**config.mk**
```make
export PLATFORM = sky130hd
export DESIGN_NAME = mci_axi_sub_decode
export DESIGN_NICKNAME = d
export VERILOG_FILES = /design/src/common/mci_pkg.sv /design/src/source/mci_axi_sub_decode.sv
export SDC_FILE = /design/constraint.sdc
export NUM_CORES = 1
export LEC_CHECK = 0
export BUFFER_PORTS_ARGS = -buffer_cell sky130_fd_sc_hd__buf_2
export CORE_AREA = 2 2 441 443
export DETAILED_ROUTE_END_ITERATION = 8
export DIE_AREA = 0 0 443 445
export PLACE_DENSITY_LB_ADDON = 0.2
export SYNTH_ARGS = -nofsm -noshare
export SYNTH_HDL_FRONTEND = slang
export SYNTH_SLANG_ARGS = --single-unit
```
**constraint.sdc**
```tcl
create_clock -name vclk -period 2.8
set_clock_uncertainty 0.15 [all_clocks]
set_input_delay 0.14 -clock vclk [all_inputs]
set_output_delay 0.14 -clock vclk [all_outputs]
set_load 0.05 [all_outputs]
```
**src/common/mci_pkg.sv**
```systemverilog
// MCI shared definitions covering memory map, request and response structs, register offsets
package mci_pkg;

    //////////////////////////////////////////////////
    // Bus widths
    //////////////////////////////////////////////////
    localparam int ADDR_WIDTH = 32;
    localparam int DATA_WIDTH = 32;
    localparam int STRB_WIDTH = DATA_WIDTH / 8;
    localparam int USER_WIDTH = 32;

    //////////////////////////////////////////////////
    // Memory map
    //////////////////////////////////////////////////
    localparam int KB = 1024;

    // Register window, 256 bytes at the bottom
    localparam int MCI_REG_MIN_ADDR_WIDTH = 8;
    localparam int MCI_REG_SIZE_BYTES     = 2 ** MCI_REG_MIN_ADDR_WIDTH;
    localparam logic [ADDR_WIDTH-1:0] MCI_REG_START_ADDR = 32'h0000_0000;
    localparam logic [ADDR_WIDTH-1:0] MCI_REG_END_ADDR   =
        MCI_REG_START_ADDR + MCI_REG_SIZE_BYTES - 1;

    // Mailboxes, 1 KB each
    localparam int MBOX_CSR_ADDR_WIDTH = 10;
    localparam int MBOX_SIZE_BYTES     = 2 ** MBOX_CSR_ADDR_WIDTH;
    localparam logic [ADDR_WIDTH-1:0] MBOX0_START_ADDR = 32'h0008_0000;
    localparam logic [ADDR_WIDTH-1:0] MBOX0_END_ADDR   = MBOX0_START_ADDR + MBOX_SIZE_BYTES - 1;
    localparam logic [ADDR_WIDTH-1:0] MBOX1_START_ADDR = 32'h0009_0000;
    localparam logic [ADDR_WIDTH-1:0] MBOX1_END_ADDR   = MBOX1_START_ADDR + MBOX_SIZE_BYTES - 1;

    // MCU SRAM base, size set per instance
    localparam logic [ADDR_WIDTH-1:0] MCU_SRAM_START_ADDR = 32'h0020_0000;
    localparam int MCU_SRAM_SIZE_KB_DEF = 4;

    //////////////////////////////////////////////////
    // Mailbox valid users
    //////////////////////////////////////////////////
    localparam int NUM_VALID_USERS = 5;
    // Always accepted by both mailboxes
    localparam logic [USER_WIDTH-1:0] MCI_DEF_MBOX_VALID_AXI_USER = 32'hFFFF_FFFF;

    // One valid-user list per mailbox
    typedef logic [NUM_VALID_USERS-1:0][USER_WIDTH-1:0] mbox_users_t;

    //////////////////////////////////////////////////
    // Request and response
    //////////////////////////////////////////////////
    typedef struct packed {
        logic [ADDR_WIDTH-1:0] addr;
        logic [DATA_WIDTH-1:0] wdata;
        logic [STRB_WIDTH-1:0] wstrb;
        logic                  write;
        logic [USER_WIDTH-1:0] user;
    } cif_req_t;

    typedef struct packed {
        logic [DATA_WIDTH-1:0] rdata;
        // Target needs another cycle
        logic                  hold;
        logic                  error;
    } cif_resp_t;

    // Register block offsets
    typedef enum logic [MCI_REG_MIN_ADDR_WIDTH-1:0] {
        MBOX0_USER0 = 8'h00,
        MBOX0_USER1 = 8'h04,
        MBOX0_USER2 = 8'h08,
        MBOX0_USER3 = 8'h0C,
        MBOX0_USER4 = 8'h10,
        MBOX1_USER0 = 8'h20,
        MBOX1_USER1 = 8'h24,
        MBOX1_USER2 = 8'h28,
        MBOX1_USER3 = 8'h2C,
        MBOX1_USER4 = 8'h30,
        SCRATCH     = 8'h40
    } mci_reg_off_e;

endpackage

```
**src/source/mci_axi_sub_decode.sv**
```systemverilog
// MCI subordinate decoder that routes SoC requests to registers, SRAM and mailboxes
`timescale 1ns/100ps

module mci_axi_sub_decode
    import mci_pkg::*;
#(
    parameter int MCU_SRAM_SIZE_KB = MCU_SRAM_SIZE_KB_DEF
) (
    // SoC side
    input  logic                  soc_dv,
    input  cif_req_t              soc_req,
    output cif_resp_t             soc_resp,
    // Valid users from register block
    input  mbox_users_t           valid_mbox0_users,
    input  mbox_users_t           valid_mbox1_users,
    // Privileged user straps
    input  logic [USER_WIDTH-1:0] strap_mcu_lsu_axi_user,
    input  logic [USER_WIDTH-1:0] strap_mcu_ifu_axi_user,
    input  logic [USER_WIDTH-1:0] strap_cptra_axi_user,
    input  logic [USER_WIDTH-1:0] strap_debug_axi_user,
    // Targets
    output logic                  sram_dv,
    output cif_req_t              sram_req,
    input  cif_resp_t             sram_resp,
    output logic                  reg_dv,
    output cif_req_t              reg_req,
    input  cif_resp_t             reg_resp,
    output logic                  mbox0_dv,
    output cif_req_t              mbox0_req,
    input  cif_resp_t             mbox0_resp,
    output logic                  mbox1_dv,
    output cif_req_t              mbox1_req,
    input  cif_resp_t             mbox1_resp,
    // Privileged request flags
    output logic                  mcu_lsu_req,
    output logic                  mcu_ifu_req,
    output logic                  mcu_req,
    output logic                  debug_req,
    output logic                  cptra_req
);

    localparam logic [ADDR_WIDTH-1:0] MCU_SRAM_END_ADDR =
        MCU_SRAM_START_ADDR + MCU_SRAM_SIZE_KB * KB - 1;

    logic all_strb_set;
    logic mbox0_valid_user;
    logic mbox1_valid_user;
    logic sram_sel;
    logic reg_sel;
    logic mbox0_sel;
    logic mbox1_sel;
    logic soc_req_miss;

    // User matches one of the listed entries
    function automatic logic user_listed(mbox_users_t users, logic [USER_WIDTH-1:0] user);
        logic hit;
        hit = 1'b0;
        for (int i = 0; i < NUM_VALID_USERS; i++) begin
            hit |= (user == users[i]);
        end
        return hit;
    endfunction

    //////////////////////////////////////////////////
    // Privileged users
    //////////////////////////////////////////////////
    // Zero debug strap turns debug off
    assign debug_req   = soc_dv & (soc_req.user == strap_debug_axi_user) &
                         (|strap_debug_axi_user);
    assign mcu_lsu_req = soc_dv & (soc_req.user == strap_mcu_lsu_axi_user);
    assign mcu_ifu_req = soc_dv & (soc_req.user == strap_mcu_ifu_axi_user);
    assign mcu_req     = mcu_lsu_req | mcu_ifu_req;
    assign cptra_req   = soc_dv & (soc_req.user == strap_cptra_axi_user);

    //////////////////////////////////////////////////
    // Window decode and qualification
    //////////////////////////////////////////////////
    assign all_strb_set = &soc_req.wstrb;

    // Listed, default, MCU or debug users may enter a mailbox
    assign mbox0_valid_user = user_listed(valid_mbox0_users, soc_req.user) |
                              (soc_req.user == MCI_DEF_MBOX_VALID_AXI_USER) |
                              mcu_req | debug_req;
    assign mbox1_valid_user = user_listed(valid_mbox1_users, soc_req.user) |
                              (soc_req.user == MCI_DEF_MBOX_VALID_AXI_USER) |
                              mcu_req | debug_req;

    // SRAM takes partial strobes
    assign sram_sel  = soc_dv &
                       (soc_req.addr inside {[MCU_SRAM_START_ADDR:MCU_SRAM_END_ADDR]});
    assign reg_sel   = soc_dv & all_strb_set &
                       (soc_req.addr inside {[MCI_REG_START_ADDR:MCI_REG_END_ADDR]});
    assign mbox0_sel = soc_dv & all_strb_set & mbox0_valid_user &
                       (soc_req.addr inside {[MBOX0_START_ADDR:MBOX0_END_ADDR]});
    assign mbox1_sel = soc_dv & all_strb_set & mbox1_valid_user &
                       (soc_req.addr inside {[MBOX1_START_ADDR:MBOX1_END_ADDR]});

    // Per-target strobes, request copied to all
    assign sram_dv   = sram_sel;
    assign reg_dv    = reg_sel;
    assign mbox0_dv  = mbox0_sel;
    assign mbox1_dv  = mbox1_sel;
    assign sram_req  = soc_req;
    assign reg_req   = soc_req;
    assign mbox0_req = soc_req;
    assign mbox1_req = soc_req;

    //////////////////////////////////////////////////
    // Response merge
    //////////////////////////////////////////////////
    // Nothing qualified
    assign soc_req_miss = soc_dv & ~(sram_sel | reg_sel | mbox0_sel | mbox1_sel);

    always_comb begin
        soc_resp = '0;
        if (sram_sel) begin
            soc_resp = sram_resp;
        end else if (reg_sel) begin
            soc_resp = reg_resp;
        end else if (mbox0_sel) begin
            soc_resp = mbox0_resp;
        end else if (mbox1_sel) begin
            soc_resp = mbox1_resp;
        end else begin
            // Miss gives zero data, no hold
            soc_resp.error = soc_req_miss;
        end
    end

endmodule

```
==> impl_metrics.ini <==
[setup_path]
crit_top_cell = buf_12
cp.required_ps = 2510
start_kind = input pin
slowest_stage = nor4_4
critPathCaptureType = output pin
crit_path_cell_trace = buf_2 -> buf_12 -> buf_16 -> buf_12 -> xor2_1 -> nor4_1 -> nand4_1 -> buf_6 -> nor2_4 -> nor4_4 -> a21oi_4 -> buf_6 -> a311o_1 -> a21oi_4 -> buf_12
critPathArrivalTime_ps = 3160
path_delay_family = buffers and inverters
cp-startpoint = soc_req[4]
max_stage_delay_ps = 720
cp_max_fo = 6
crit_type = input pin to output pin
worst-path-buf-inv = 7

[synth]
synthCells = 1282
ys_types = 35
syn-cell-area_mm2 = 0.009813
synth.area.mux_share_pct = 0
synth_compound_area_share_pct = 7.382
synth-adder-area-share_pct = 0
synth_top_family_by_area = XOR/XNOR gates
synth_xor_area_share_pct = 39.90
yosys.area.top_type = buf_4
avgSynthCellArea_um2 = 7.655
syn-num-nets = 1968
yosysWarnings = 0
ys_seq_area_share_pct = 0
synth_area_leaders = buf_4 (33%), xor2_1 (31%), xnor2_1 (9.2%)
synth_top_area_share_pct = 33.13
synth-simple-area-share_pct = 14.48

[finish]
clock_buffer_count = 0
area_delta_synth_final_pct = 113.1
seq_area_um2 = 0
layout.nets = 2824
flops_and_latches = 0
drive_gt1_share_pct = 71.02
fin_cells = 4679

[global_routing]
antenna_found_initial = 101
grt_usage_pct = 12.85
grt_pass1_vias = 12980
grt_max_degree = 35
grt.overflow.total = 0
grt_first_pass_wirelength_um = 160000

[power]
peakVddDrop_v = 0.0001058
p_per_area_mw_per_mm2 = 166.8
total_power_mw = 3.489
clkPwrFrac_pct = 0
p_sw_share_pct = 62.16
power.leakage_nw = 8.837
p_int_mw = 1.320
power_switching_mw = 2.169
seqPwrFrac_pct = 0
power_frac_comb_pct = 100.0

[min_path]
worstHoldPathType = input pin to output pin
hp-start = soc_req[57]

[placement]
placed_cells = 4572
dp_hpwl_um = 120000
port_buffers = 928
routabilityCongestion = 0.8766
pre_cts_slack_ps = -1420

[sta]
setup_ws_ps = -651.5
whs_ps = 130.0
drv_slew = 0
layout_worst_path_cycle_share_pct = 123.3
maxSlewHeadroom_pct = 47.45
fin_setup_tns_ps = -19340
tightest_slew_ps = 782.4
setup_viol = 37
period_minus_slack_ps = 3451
fmax_mhz = 289.7
rsz0062_at_grt = yes
hold_viol = 0

[run_status]
status = complete, but fails checks
violations = setup timing

[route]
wl_um = 134400
drc_errors = 0
detail_route.wl_per_cell_um = 28.73
drt_iter0_drc = 748
dr.pass1.iters = 5
antenna_left = 0
vias_per_cell = 2.715
via_count = 12710

[flow_run]
drv_cap = 0

[floorplan]
rows = 161
die_x_um = 443
initial_utilization_pct = 5.112
die_y_um = 445
core_area_mm2 = 0.1920
dieArea_mm2 = 0.1971
ioPinCount = 1133

[clocking]
postCtsHoldBufs = 0
## routing by layer
metal / vias up / global-route usage (%) / part of all wire, %
li1: 5642 / - / -
met2: 796 / 22.68 / 49
met3: 209 / 4.006 / 7.9
met5: - / 0 / 0.26
met4: 56 / 1.305 / 1.8
met1: 6002 / 15.63 / 41
## cell families (layout without fill, tap and decap cells)
| logic type | after synthesis | after routing |
|---|---|---|
| buffers and inverters | 496 | 1350 |
| xor gates and xnor gates | 447 | 447 |
| and+or+nand+nor | 231 | 231 |
| AOI/OAI and AO/OA | 108 | 108 |
| other | 0 | 17 |
## cell type report
class / instances / area, µm²
antenna: 17 / 42.54
inverter: 6 / 22.52
timing repair buffer: 1344 / 9744
fill: 22380 / 171100
tap: 2526 / 3161
multi-input combinational: 786 / 7941
## power groups by stage
stage | logic, mW | clock network, mW | registers, mW
after floorplan | 2.26 | 0 | 0
after global placement | 3.23 | 0 | 0
after detailed placement | 3.21 | 0 | 0
after CTS | 3.42 | 0 | 0
after global routing | 3.67 | 0.000000302 | 0
final | 3.49 | 0.000000678 | 0
## timing repair
item | 4_1_cts | 5_1_grt
endpoints found under the setup margin | 37 | 37
hold endpoints to repair | 0 | 0
gates resized for setup | 262 | 135
pin swaps | 39 | 72
gates cloned | 8 | 1
setup buffers | 62 | 41
## through the flow
stage | util (%) | area [µm²]
after global routing | 10.88 | 20890
after detailed placement | 9.237 | 17730
after floorplan | - | 10280
after CTS | 10.40 | 19960
after global placement | 9.237 | 17730
final | 10.89 | 20910
## cells in the mapped netlist, types with 2 or more instances
master    count
nand3_1       6
nand4_1      55
inv_1         6
nor4_4        2
clkbuf_1     15
xnor2_1     103
buf_2         8
nand2_1      12
and2_1        2
nor4_1      104
o21ai_0      33
a21oi_1      29
a32oi_1      32
buf_6        34
o22ai_1       2
xor2_1      344
buf_4       433
nor3_1        5
a22oi_1       5
or3_1        27
nor2_1       11
## placed cells by master, fill, tap and decap left out, types with 2 or more instances in the layout
cell type  Yosys  routed
buf_6         34      66
xor2_4         0      15
buf_4        433     281
or3_1         27      27
nand2_1       12      11
xor2_2         0      25
xor2_1       344     304
a32oi_4        0      23
nor4_2         0      22
o21ai_0       33      33
nand4_1       55      55
buf_16         0       8
nor2_1        11       5
xnor2_4        0       2
a21oi_4        1      29
buf_8          0      26
nor2_2         0       2
diode_2        0      17
nand3_2        1       3
nor4_1       104      66
nand3_1        6       3
buf_2          8     866
nor4_4         2      18
xnor2_2        0       4
a22oi_2        1       6
buf_12         0      96
inv_1          6       6
a32oi_2        1      10
xnor2_1      103      97
nor3_1         5       4
nor2_4         0       4
## final timing paths
check	endpoint	slack, ps	depth (start not counted)
min	mbox0_req[57]	130	0
max	soc_resp[0]	-650	15
No activity file was read; power rests on OpenSTA's default activity.
