$ cat src/common/mci_pkg.sv
// MCI shared definitions covering memory map, request and response structs, register offsets
package mci_pkg;

    //////////////////////////////////////////////////
    // Bus widths
    //////////////////////////////////////////////////
    localparam int ADDR_WIDTH = 32;
    localparam int DATA_WIDTH = 32;
    localparam int STRB_WIDTH = DATA_WIDTH / 8;
    localparam int USER_WIDTH = 32;

    //////////////////////////////////////////////////
    // Memory map
    //////////////////////////////////////////////////
    localparam int KB = 1024;

    // Register window, 256 bytes at the bottom
    localparam int MCI_REG_MIN_ADDR_WIDTH = 8;
    localparam int MCI_REG_SIZE_BYTES     = 2 ** MCI_REG_MIN_ADDR_WIDTH;
    localparam logic [ADDR_WIDTH-1:0] MCI_REG_START_ADDR = 32'h0000_0000;
    localparam logic [ADDR_WIDTH-1:0] MCI_REG_END_ADDR   =
        MCI_REG_START_ADDR + MCI_REG_SIZE_BYTES - 1;

    // Mailboxes, 1 KB each
    localparam int MBOX_CSR_ADDR_WIDTH = 10;
    localparam int MBOX_SIZE_BYTES     = 2 ** MBOX_CSR_ADDR_WIDTH;
    localparam logic [ADDR_WIDTH-1:0] MBOX0_START_ADDR = 32'h0008_0000;
    localparam logic [ADDR_WIDTH-1:0] MBOX0_END_ADDR   = MBOX0_START_ADDR + MBOX_SIZE_BYTES - 1;
    localparam logic [ADDR_WIDTH-1:0] MBOX1_START_ADDR = 32'h0009_0000;
    localparam logic [ADDR_WIDTH-1:0] MBOX1_END_ADDR   = MBOX1_START_ADDR + MBOX_SIZE_BYTES - 1;

    // MCU SRAM base, size set per instance
    localparam logic [ADDR_WIDTH-1:0] MCU_SRAM_START_ADDR = 32'h0020_0000;
    localparam int MCU_SRAM_SIZE_KB_DEF = 4;

    //////////////////////////////////////////////////
    // Mailbox valid users
    //////////////////////////////////////////////////
    localparam int NUM_VALID_USERS = 5;
    // Always accepted by both mailboxes
    localparam logic [USER_WIDTH-1:0] MCI_DEF_MBOX_VALID_AXI_USER = 32'hFFFF_FFFF;

    // One valid-user list per mailbox
    typedef logic [NUM_VALID_USERS-1:0][USER_WIDTH-1:0] mbox_users_t;

    //////////////////////////////////////////////////
    // Request and response
    //////////////////////////////////////////////////
    typedef struct packed {
        logic [ADDR_WIDTH-1:0] addr;
        logic [DATA_WIDTH-1:0] wdata;
        logic [STRB_WIDTH-1:0] wstrb;
        logic                  write;
        logic [USER_WIDTH-1:0] user;
    } cif_req_t;

    typedef struct packed {
        logic [DATA_WIDTH-1:0] rdata;
        // Target needs another cycle
        logic                  hold;
        logic                  error;
    } cif_resp_t;

    // Register block offsets
    typedef enum logic [MCI_REG_MIN_ADDR_WIDTH-1:0] {
        MBOX0_USER0 = 8'h00,
        MBOX0_USER1 = 8'h04,
        MBOX0_USER2 = 8'h08,
        MBOX0_USER3 = 8'h0C,
        MBOX0_USER4 = 8'h10,
        MBOX1_USER0 = 8'h20,
        MBOX1_USER1 = 8'h24,
        MBOX1_USER2 = 8'h28,
        MBOX1_USER3 = 8'h2C,
        MBOX1_USER4 = 8'h30,
        SCRATCH     = 8'h40
    } mci_reg_off_e;

endpackage

$ cat src/source/mci_reg.sv
// MCI control registers with mailbox valid-user lists and a scratch word
`timescale 1ns/100ps

module mci_reg
    import mci_pkg::*;
(
    input  logic        clk,
    input  logic        arst_n,
    input  logic        dv,
    input  cif_req_t    req,
    // Write qualifier from decoder
    input  logic        mcu_req,
    output cif_resp_t   resp,
    output mbox_users_t valid_mbox0_users,
    output mbox_users_t valid_mbox1_users
);

    mci_reg_off_e                         reg_off;
    logic [$clog2(NUM_VALID_USERS)-1:0]   user_idx;
    logic                                 wr_en;
    logic [DATA_WIDTH-1:0]                scratch_q;

    // Offset inside register window
    assign reg_off  = mci_reg_off_e'(req.addr[MCI_REG_MIN_ADDR_WIDTH-1:0]);
    // Word index within a user list
    assign user_idx = req.addr[2 +: $clog2(NUM_VALID_USERS)];
    // Only MCU may write
    assign wr_en    = dv & req.write & mcu_req;

    //////////////////////////////////////////////////
    // Register write
    //////////////////////////////////////////////////
    always_ff @(posedge clk or negedge arst_n) begin
        if (!arst_n) begin
            valid_mbox0_users <= '0;
            valid_mbox1_users <= '0;
            scratch_q         <= '0;
        end else if (wr_en) begin
            case (reg_off)
                MBOX0_USER0, MBOX0_USER1, MBOX0_USER2, MBOX0_USER3, MBOX0_USER4: begin
                    valid_mbox0_users[user_idx] <= req.wdata;
                end
                MBOX1_USER0, MBOX1_USER1, MBOX1_USER2, MBOX1_USER3, MBOX1_USER4: begin
                    valid_mbox1_users[user_idx] <= req.wdata;
                end
                SCRATCH: begin
                    scratch_q <= req.wdata;
                end
                // Unmapped writes dropped
                default: ;
            endcase
        end
    end

    //////////////////////////////////////////////////
    // Read and response
    //////////////////////////////////////////////////
    always_comb begin
        resp.rdata = '0;
        // Single cycle, never holds
        resp.hold  = 1'b0;
        // Non-MCU write completes with error
        resp.error = dv & req.write & ~mcu_req;
        case (reg_off)
            MBOX0_USER0, MBOX0_USER1, MBOX0_USER2, MBOX0_USER3, MBOX0_USER4: begin
                resp.rdata = valid_mbox0_users[user_idx];
            end
            MBOX1_USER0, MBOX1_USER1, MBOX1_USER2, MBOX1_USER3, MBOX1_USER4: begin
                resp.rdata = valid_mbox1_users[user_idx];
            end
            SCRATCH: begin
                resp.rdata = scratch_q;
            end
            // Unmapped reads give zero
            default: ;
        endcase
    end

endmodule

$ cat config.mk
export PLATFORM = sky130hd
export DESIGN_NAME = mci_reg
export DESIGN_NICKNAME = d
export VERILOG_FILES = /design/src/common/mci_pkg.sv /design/src/source/mci_reg.sv
export SDC_FILE = /design/constraint.sdc
export NUM_CORES = 1
export LEC_CHECK = 0
export BUFFER_PORTS_ARGS = -buffer_cell sky130_fd_sc_hd__buf_2
export CORE_MARGIN = 2
export CORE_UTILIZATION = 40
export CTS_CLUSTER_SIZE = 30
export DETAILED_ROUTE_END_ITERATION = 8
export MAX_ROUTING_LAYER = met4
export PLACE_DENSITY = 0.63
export SLEW_MARGIN = 10
export SYNTH_ARGS = -nofsm -noshare
export SYNTH_HDL_FRONTEND = slang
export SYNTH_SLANG_ARGS = --single-unit
export TNS_END_PERCENT = 30
$ cat constraint.sdc
create_clock -name clk -period 2.65 [get_ports clk]
set_input_delay 0.3975 -clock clk [delete_from_list [all_inputs] [get_ports clk]]
set_output_delay 0.3975 -clock clk [all_outputs]
set_load 0.02 [all_outputs]
==> results.json, run 1 <==
{
  "status": "finished, final reports clean",
  "max_freq_ghz": 0.3857,
  "max_cap_check_violation_count": 0,
  "netlist_area_mm2": 0.01597,
  "clk_pin_slew_worst_paths_ps": 60,
  "drt_first_pass_iters": 5,
  "cp-endpoint": "resp[6]",
  "synth_nets": 1227,
  "p_leak_nw": 10.98,
  "post_route_cells_drive_above_1_share": 0.6032,
  "grt_antenna_before_repair": 1,
  "timing.max_slew.rel_slack": 0.5612,
  "finalHoldWorstSlack_ps": 229.9,
  "design.final.nets": 1633,
  "worstMarginPinSlew_ps": 658.1,
  "cp_data_arrival_time_ps": 2200,
  "power.total_mw": 11.70,
  "floorplan.rows": 73,
  "viasPerCell": 5.625,
  "dr_wl_met3_um": 4103,
  "final_cycle_share": 0.9785,
  "wl_met2_um": 25820,
  "reg2reg_slack_ps": 1820,
  "cts_setup_buffers": 0,
  "ys_top_cells_by_area": "dfrtp_1 55%, mux2_2 24%, mux2i_1 4.2%",
  "synth_largest_area_cell": "dfrtp_1",
  "yosysWarnings": 0,
  "ys_seq_area_frac": 0.5515,
  "grt_first_pass_wirelength_um": 80060,
  "most-common-layout-cells": "394 x buf_2, 352 x dfrtp_1, 345 x mux2_2",
  "critPathLaunchType": "input port",
  "first_global_vias": 12020,
  "crit-reg2reg-capture": "valid_mbox0_users[38]",
  "globalRouteOverflowTotal": 0,
  "cellPowerDensity_mw_per_mm2": 574.6,
  "reg2regPathDepth": 1,
  "route.layer.met1.wl_um": 23310,
  "top_level_ports": 459,
  "grt_start_max_net_pins": 75,
  "ir_drop_uv": 475.4,
  "flow.area_growth_from_synthesis_pct": 27.51,
  "numPortBuffers": 397,
  "area_enclosed_by_the_die_boundary_mm2": 0.04155,
  "top_signal_layer_used": "met4",
  "drc": 0,
  "ys_async_sr_fraction": 1.000,
  "synth_edf_count": 0,
  "avgSynthCellArea_um2": 14.24,
  "htree_num_levels": 2,
  "cts_inserted_buffers": 40,
  "die_height_um": 203.8,
  "most_common_library_cell_in_the_layout_ignoring_fill_and_taps": "buf_2",
  "synth.ff_latch_count": 352,
  "critical_path_peak_fanout": 7,
  "final_critical_path_required_period_ps": 2593,
  "antenna_left": 0,
  "crit_type": "input port to output pin",
  "die_w_um": 203.8,
  "placeableCoreArea_mm2": 0.03955,
  "rsz0062_at_grt": "true",
  "synth-main-ff-cell": "dfrtp_1",
  "worst_r2r_startpoint": "valid_mbox0_users[38]",
  "final_hold_viol_count": 0,
  "data_required_time_of_the_critical_path_ps": 2250,
  "cts_sinks": 352,
  "routed-via-count": 11680,
  "wl_per_cell_um": 26.32,
  "yosys.cell_types.count": 48,
  "cts-root-buf": "clkbuf_16",
  "setup.worst_path.start": "req[75]",
  "netlist_instances": 1122,
  "worstHoldStart": "req[57]",
  "finalSetupViolCount": 0,
  "routabilityCongestion": 0.8436,
  "wire_length_reported_by_the_detailed_router_um": 54630,
  "post-dp-hpwl_um": 37110,
  "synthDominantCellAreaShare": 0.5515,
  "numPlacedInstances": 2010,
  "post_layout_nonfiller_instances": 2076,
  "maxSlewViolCount": 0,
  "fin_worst_skew_ps": 0,
  "clock_path_buffers": 3,
  "clock_insertion_delay_worst_skew_ps": 540,
  "holdCritPathClass": "input port to register",
  "globalRouteTotalUtil": 0.2702,
  "clock_tree_from_tritoncts": "built",
  "initial_core_utilization": 0.4039,
  "endpoint_kind": "output pin",
  "drt_first_iter_violations": 643
}
-- through the flow --
step / TNS [ps] / util / instance area, µm² / worst slack [ps]
floorplan: -45.51 / - / 15970 / -15.17
detailed placement: 0 / 0.4830 / 19100 / 31.56
global route: -6.331 / 0.5150 / 20370 / -5.508
finish: 0 / 0.5150 / 20370 / 57.04
CTS: 0 / 0.5148 / 20360 / 10.41
global placement: 0 / 0.4830 / 19100 / 46.08
-- Yosys cell counts (2+ instances only) --
| cell | instances |
|---|---|
| mux2_4 | 3 |
| o211ai_1 | 4 |
| or3_1 | 2 |
| a21oi_1 | 8 |
| a32oi_1 | 3 |
| o311ai_0 | 3 |
| dfrtp_1 | 352 |
| or2_2 | 2 |
| a22oi_1 | 4 |
| o22ai_1 | 28 |
| o221ai_1 | 3 |
| mux2_1 | 7 |
| o21ai_0 | 28 |
| mux4_2 | 27 |
| a222oi_1 | 24 |
| buf_2 | 38 |
| nor3_1 | 7 |
| nand3b_1 | 5 |
| nand2_1 | 10 |
| mux2_2 | 345 |
| nand2b_1 | 6 |
| clkbuf_1 | 69 |
| nor2_1 | 15 |
| buf_6 | 6 |
| nor4_1 | 2 |
| a31oi_1 | 31 |
| mux2i_1 | 67 |
| nand3_1 | 3 |
-- area by class of cell --
| type | count | area [µm²] |
|---|---|---|
| fillers | 3499 | 19180 |
| flip-flops and latches | 352 | 8808 |
| multi-input cells | 654 | 6705 |
| repair buffers | 479 | 2940 |
| clock buffers | 53 | 1111 |
| well taps | 525 | 656.9 |
| clock inverters | 11 | 138.9 |
| inverters | 1 | 3.754 |
| diodes | 1 | 2.502 |
-- where the power goes --
group | switching [mW] | total, mW | internal [mW]
clock | 2.16 | 5.37 | 3.22
sequential | 0.0620 | 5.52 | 5.46
combinational | 0.535 | 0.811 | 0.276
total | 2.75 | 11.7 | 8.95
-- layer usage --
layer	vias to the layer above	GRT usage
met2	429	0.4191
met3	80	0.06665
met4	0	0.08212
met5	-	-
li1	5023	-
met1	6145	0.3515
-- worst min path at each step --
stage	endpoint	slack [ps]	cells past startpoint
floorplan	scratch_q[0]	100	0
global placement	valid_mbox1_users[69]	430	1
detailed placement	valid_mbox1_users[69]	430	1
CTS	valid_mbox1_users[19]	220	2
global route	valid_mbox1_users[67]	250	2
finish	valid_mbox1_users[52]	230	2
-- sequential cells by signal, indices dropped and copies added, names as in the netlist --
register,flops
valid_mbox0_users,160
valid_mbox1_users,160
scratch_q,32
-- cells by family after synthesis --
logic type,count (synthesis),synth area share
mux,449,0.3310
flops,352,0.5515
compound gates,139,0.05985
buf+inv,116,0.03329
simple gates,65,0.02413
other cells,1,0.0002348
-- timing repair --
item	CTS	global route
hold buffers	1	0
gates resized for setup	0	4
hold endpoints to repair	67	0
endpoints found under the setup margin	0	4
-- worst max-delay path: stages --
cell      delay, ps
buf_2           100
or3_1           440
buf_4           180
or2_2           450
buf_4           190
o211ai_1        200
buf_2           230
Note: power is estimated with default switching activity, not from simulation.
==> run 2: changes to the inputs <==
--- a/config.mk
+++ b/config.mk
@@ -12,6 +12,7 @@
 export DETAILED_ROUTE_END_ITERATION = 8
 export MAX_ROUTING_LAYER = met4
 export PLACE_DENSITY = 0.63
+export RECOVER_POWER = 50
 export SLEW_MARGIN = 10
 export SYNTH_ARGS = -nofsm -noshare
 export SYNTH_HDL_FRONTEND = slang
==> results.json, run 2 (synthesis results as in run 1) <==
{
  "status": "complete, but fails checks",
  "failed_checks": "capacitance limit, slew limit",
  "placeableCoreArea_mm2": 0.03955,
  "routed-via-count": 11710,
  "viasPerCell": 5.641,
  "data_required_time_of_the_critical_path_ps": 2250,
  "htree_num_levels": 2,
  "sum_of_negative_setup_slack_ps": 0,
  "maxSlewViolCount": 73,
  "placed_area_mm2": 0.01910,
  "top_level_ports": 459,
  "top_signal_layer_used": "met4",
  "clock_insertion_delay_worst_skew_ps": 540,
  "wl_per_cell_um": 26.35,
  "critical_path_peak_fanout": 3,
  "rsz0062_at_grt": "true",
  "most-common-layout-cells": "352 x dfrtp_1, 345 x mux2_2, 221 x buf_2",
  "drt_first_pass_iters": 7,
  "wire_length_reported_by_the_detailed_router_um": 54700,
  "antenna_left": 0,
  "flow.area_growth_from_synthesis_pct": 25.89,
  "grt_start_max_net_pins": 75,
  "max_freq_ghz": 0.3834,
  "floorplan.rows": 73,
  "design.final.nets": 1633,
  "globalRouteOverflowTotal": 0,
  "clock_path_buffers": 3,
  "clock_tree_from_tritoncts": "built",
  "first_global_vias": 12020,
  "critPathLaunchType": "register",
  "route.layer.met1.wl_um": 23310,
  "cts_sinks": 352,
  "max_cap_check_violation_count": 1,
  "endpoint_kind": "output pin",
  "drc": 0,
  "fill_cells": 3604,
  "final_critical_path_required_period_ps": 2608,
  "worst_path_largest_cell_delay_ps": 510,
  "numPlacedInstances": 2010,
  "worstMarginPinSlew_ps": 1880,
  "dr_wl_met3_um": 4204,
  "reg2regPathDepth": 1,
  "initial_core_utilization": 0.4039,
  "cts_setup_buffers": 0,
  "finalSetupViolCount": 0,
  "place_worst_setup_slack_ps": 31.56,
  "die_height_um": 203.8,
  "cp_data_arrival_time_ps": 2210,
  "clk_pin_slew_worst_paths_ps": 60,
  "post-dp-hpwl_um": 37110,
  "area.sequential_mm2": 0.008808,
  "final_cycle_share": 0.9842,
  "final_hold_viol_count": 0,
  "timing.max_slew.rel_slack": -0.2535,
  "largestRegisters": "valid_mbox0_users x160, valid_mbox1_users x160, scratch_q x32",
  "post_layout_nonfiller_instances": 2076,
  "ir_drop_uv": 458.5,
  "reg2reg_slack_ps": 1820,
  "crit_path_cell_trace": "mux4_2, a222oi_1, o21ai_1, buf_4, buf_2",
  "most_common_library_cell_in_the_layout_ignoring_fill_and_taps": "dfrtp_1",
  "hold-path-cell-count": 2,
  "grt_first_pass_wirelength_um": 80060,
  "multi_input_area_mm2": 0.006705,
  "fin_worst_skew_ps": 0,
  "wl_met2_um": 25780,
  "holdCritPathClass": "input port to register",
  "drt_first_iter_violations": 662,
  "crit_type": "register to output pin",
  "finish.instance_area_mm2": 0.02011,
  "globalRouteTotalUtil": 0.2702,
  "cellPowerDensity_mw_per_mm2": 581.2,
  "crit_path_top_delay_cell": "mux4_2",
  "final_critical_path_setup_slack_ps": 41.79,
  "area_enclosed_by_the_die_boundary_mm2": 0.04155,
  "cts-root-buf": "clkbuf_16",
  "post-route-util": 0.5084,
  "routabilityCongestion": 0.8436,
  "cts_inserted_buffers": 40,
  "die_w_um": 203.8,
  "grt_antenna_before_repair": 1,
  "post_route_cells_drive_above_1_share": 0.4910,
  "p_leak_nw": 10.20,
  "numPortBuffers": 397
}
-- run 2: changes by cell type in the layout (fill, tap and decap cells not counted) --
cell / before / now
buf_12: 25 / 22
buf_2: 394 / 221
buf_4: 56 / 54
buf_6: 2 / 5
buf_8: 1 / 0
clkbuf_1: 8 / 182
clkbuf_2: 0 / 2
-- run 2: final cells by class --
cell class	instances	share of cell area
clock buffer	53	0.05526
multi-input combinational	654	0.3335
tap	525	0.03267
inverter	1	0.0001867
sequential	352	0.4381
antenna	1	0.0001244
timing repair buffer	479	0.1333
clock inverter	11	0.006907
-- run 2: through the flow --
step                      power, mW  hold WS, ps
final                         11.69        232.4
after global routing          12.10        246.1
after CTS                     11.85        215.7
after detailed placement      6.433        429.6
after global placement        6.420        431.7
after floorplan               5.988        101.9
-- run 2: final timing paths --
path,startpoint,endpoint
max in group asynchronous,arst_n,valid_mbox1_users[122]
min in group asynchronous,arst_n,valid_mbox1_users[69]
max,valid_mbox1_users[65],resp[3]
min reg2reg,scratch_q[1],scratch_q[1]
min,req[57],valid_mbox1_users[52]
max reg2reg,valid_mbox0_users[38],valid_mbox0_users[38]
-- run 2: layer usage --
metal / GRT usage / up-vias
li1: - / 5030
met1: 0.3515 / 6144
met2: 0.4191 / 454
met3: 0.06665 / 82
met4: 0.08212 / 0
met5: - / -
-- run 2: timing repair --
action | CTS | global route
setup endpoints to repair | 0 | 4
endpoints found under the hold margin | 67 | 0
hold buffers | 1 | 0
gates resized for setup | 0 | 4
-- run 2: worst max-delay path, delay by kind of cell, from the launching register on --
family                 cells  cell delay (ps)
AO/OA/AOI/OAI              2              440
flip-flops                 1              410
multiplexers               1              510
buffers and inverters      2              310
-- run 2: report_power, final --
group          switching [mW]  total, mW  internal, mW
combinational           0.535      0.793         0.258
clock                    2.16       5.37          3.22
sequential             0.0632       5.52          5.46
==> run 3: changes to the inputs <==
--- a/config.mk
+++ b/config.mk
@@ -13,6 +13,7 @@
 export MAX_ROUTING_LAYER = met4
 export PLACE_DENSITY = 0.63
 export RECOVER_POWER = 50
+export SETUP_SLACK_MARGIN = 0.05
 export SLEW_MARGIN = 10
 export SYNTH_ARGS = -nofsm -noshare
 export SYNTH_HDL_FRONTEND = slang
==> results.json, run 3 (synthesis results as in run 1) <==
{
  "most_common_library_cell_in_the_layout_ignoring_fill_and_taps": "dfrtp_1",
  "clk_pin_slew_worst_paths_ps": 60,
  "worstMarginPinSlew_ps": 1881,
  "numPlacedInstances": 2010,
  "top_level_ports": 459,
  "floorplan.rows": 73,
  "max_freq_ghz": 0.3910,
  "antenna_left": 0,
  "crit_path_top_delay_cell": "or3_1",
  "routabilityCongestion": 0.8436,
  "p_leak_nw": 10.22,
  "holdCritPathClass": "input port to register",
  "placeableCoreArea_mm2": 0.03955,
  "cellPowerDensity_mw_per_mm2": 580.5,
  "grt_antenna_before_repair": 1,
  "crit_type": "input port to output pin",
  "viasPerCell": 5.630,
  "cts_inserted_buffers": 40,
  "clock_tree_from_tritoncts": "built",
  "most-common-layout-cells": "352 x dfrtp_1, 345 x mux2_2, 218 x buf_2",
  "numPortBuffers": 397,
  "design.final.nets": 1637,
  "cts_sinks": 352,
  "fin_worst_skew_ps": 0,
  "routed-via-count": 11710,
  "largestRegisters": "valid_mbox0_users x160, valid_mbox1_users x160, scratch_q x32",
  "area_enclosed_by_the_die_boundary_mm2": 0.04155,
  "flow.area_growth_from_synthesis_pct": 26.27,
  "data_required_time_of_the_critical_path_ps": 2250,
  "cp.buffers_inverters": 3,
  "post_route_cells_drive_above_1_share": 0.4910,
  "final_critical_path_setup_slack_ps": 92.52,
  "sum_of_negative_setup_slack_ps": 0,
  "cp_data_arrival_time_ps": 2160,
  "final_cycle_share": 0.9651,
  "critPathLaunchType": "input port",
  "placed_area_mm2": 0.01910,
  "final_critical_path_required_period_ps": 2557,
  "grt_start_max_net_pins": 75,
  "die_w_um": 203.8,
  "crit_path_cell_trace": "buf_2, or3_1, or3_1, buf_4, o21ai_0, buf_2",
  "globalRouteTotalUtil": 0.2702,
  "htree_num_levels": 2,
  "timing.max_slew.rel_slack": -0.2541,
  "globalRouteOverflowTotal": 0,
  "grt_first_pass_wirelength_um": 80060,
  "drt_first_iter_violations": 644,
  "status": "complete, but fails checks",
  "power.total_mw": 11.71,
  "post-dp-hpwl_um": 37110,
  "initial_core_utilization": 0.4039,
  "first_global_vias": 12020,
  "wire_length_reported_by_the_detailed_router_um": 55110,
  "rsz0062_at_grt": "true",
  "post_layout_nonfiller_instances": 2080,
  "finalHoldWorstSlack_ps": 229.5,
  "ir_drop_uv": 459.0,
  "cpLargestDelayFamily": "simple AND/OR/NAND/NOR gates",
  "finish.instance_area_mm2": 0.02017,
  "final_hold_viol_count": 0,
  "wl_per_cell_um": 26.49,
  "place_worst_setup_slack_ps": 31.56,
  "die_height_um": 203.8,
  "clock_path_buffers": 3,
  "drc": 0,
  "drt_first_pass_iters": 8,
  "clock_insertion_delay_worst_skew_ps": 540,
  "endpoint_kind": "output pin",
  "failed_checks": "capacitance limit, slew limit",
  "critical_path_peak_fanout": 10,
  "cts-root-buf": "clkbuf_16",
  "finalSetupViolCount": 0,
  "worst_path_largest_cell_delay_ps": 440,
  "maxSlewViolCount": 73,
  "max_cap_check_violation_count": 1,
  "post-route-util": 0.5100
}
-- run 3: cell types whose count changed in the layout (fill, tap and decap cells not counted), moves of 2 or more --
cell,previous run,this run
buf_2,221,218
buf_4,54,57
o21ai_0,25,22
o21ai_1,3,6
clkbuf_1,182,184
-- run 3: final timing paths --
kind,start,to,slack [ps],cells past startpoint
worst min-delay path,req[57],valid_mbox1_users[52],230,2
min in group asynchronous,arst_n,valid_mbox1_users[101],900,2
worst max register to register,valid_mbox0_users[38],valid_mbox0_users[38],1820,1
worst min register to register,scratch_q[18],scratch_q[18],510,1
max in group asynchronous,arst_n,valid_mbox1_users[122],370,3
worst max-delay path,req[75],resp[11],90,6
-- run 3: where the power goes --
part           switching (mW)  total [mW]  internal (mW)
registers              0.0633        5.52           5.46
clock network            2.17        5.38           3.22
logic                   0.541       0.805          0.264
-- run 3: what timing repair did --
action | in CTS | in global routing
setup endpoints to repair | 4 | 18
hold endpoints to repair | 67 | 0
setup buffers | 0 | 3
gates resized for setup | 2 | 9
gates cloned | 0 | 1
pin swaps | 0 | 4
hold buffers | 1 | 0
-- run 3: cell type report --
type	count	area (µm²)
clock buffers	53	1111
well taps	525	656.9
diodes	1	2.502
flip-flops and latches	352	8808
fillers	3603	19380
multi-input cells	654	6714
inverters	1	3.754
repair buffers	483	2733
clock inverters	11	138.9
-- run 3: layer usage --
layer  track usage  vias up  part of all wire
met5             -        -                 0
li1              -     5041                 -
met1        0.3515     6142              0.43
met2        0.4191      451              0.47
met4       0.08212        0             0.025
met3       0.06665       77             0.078
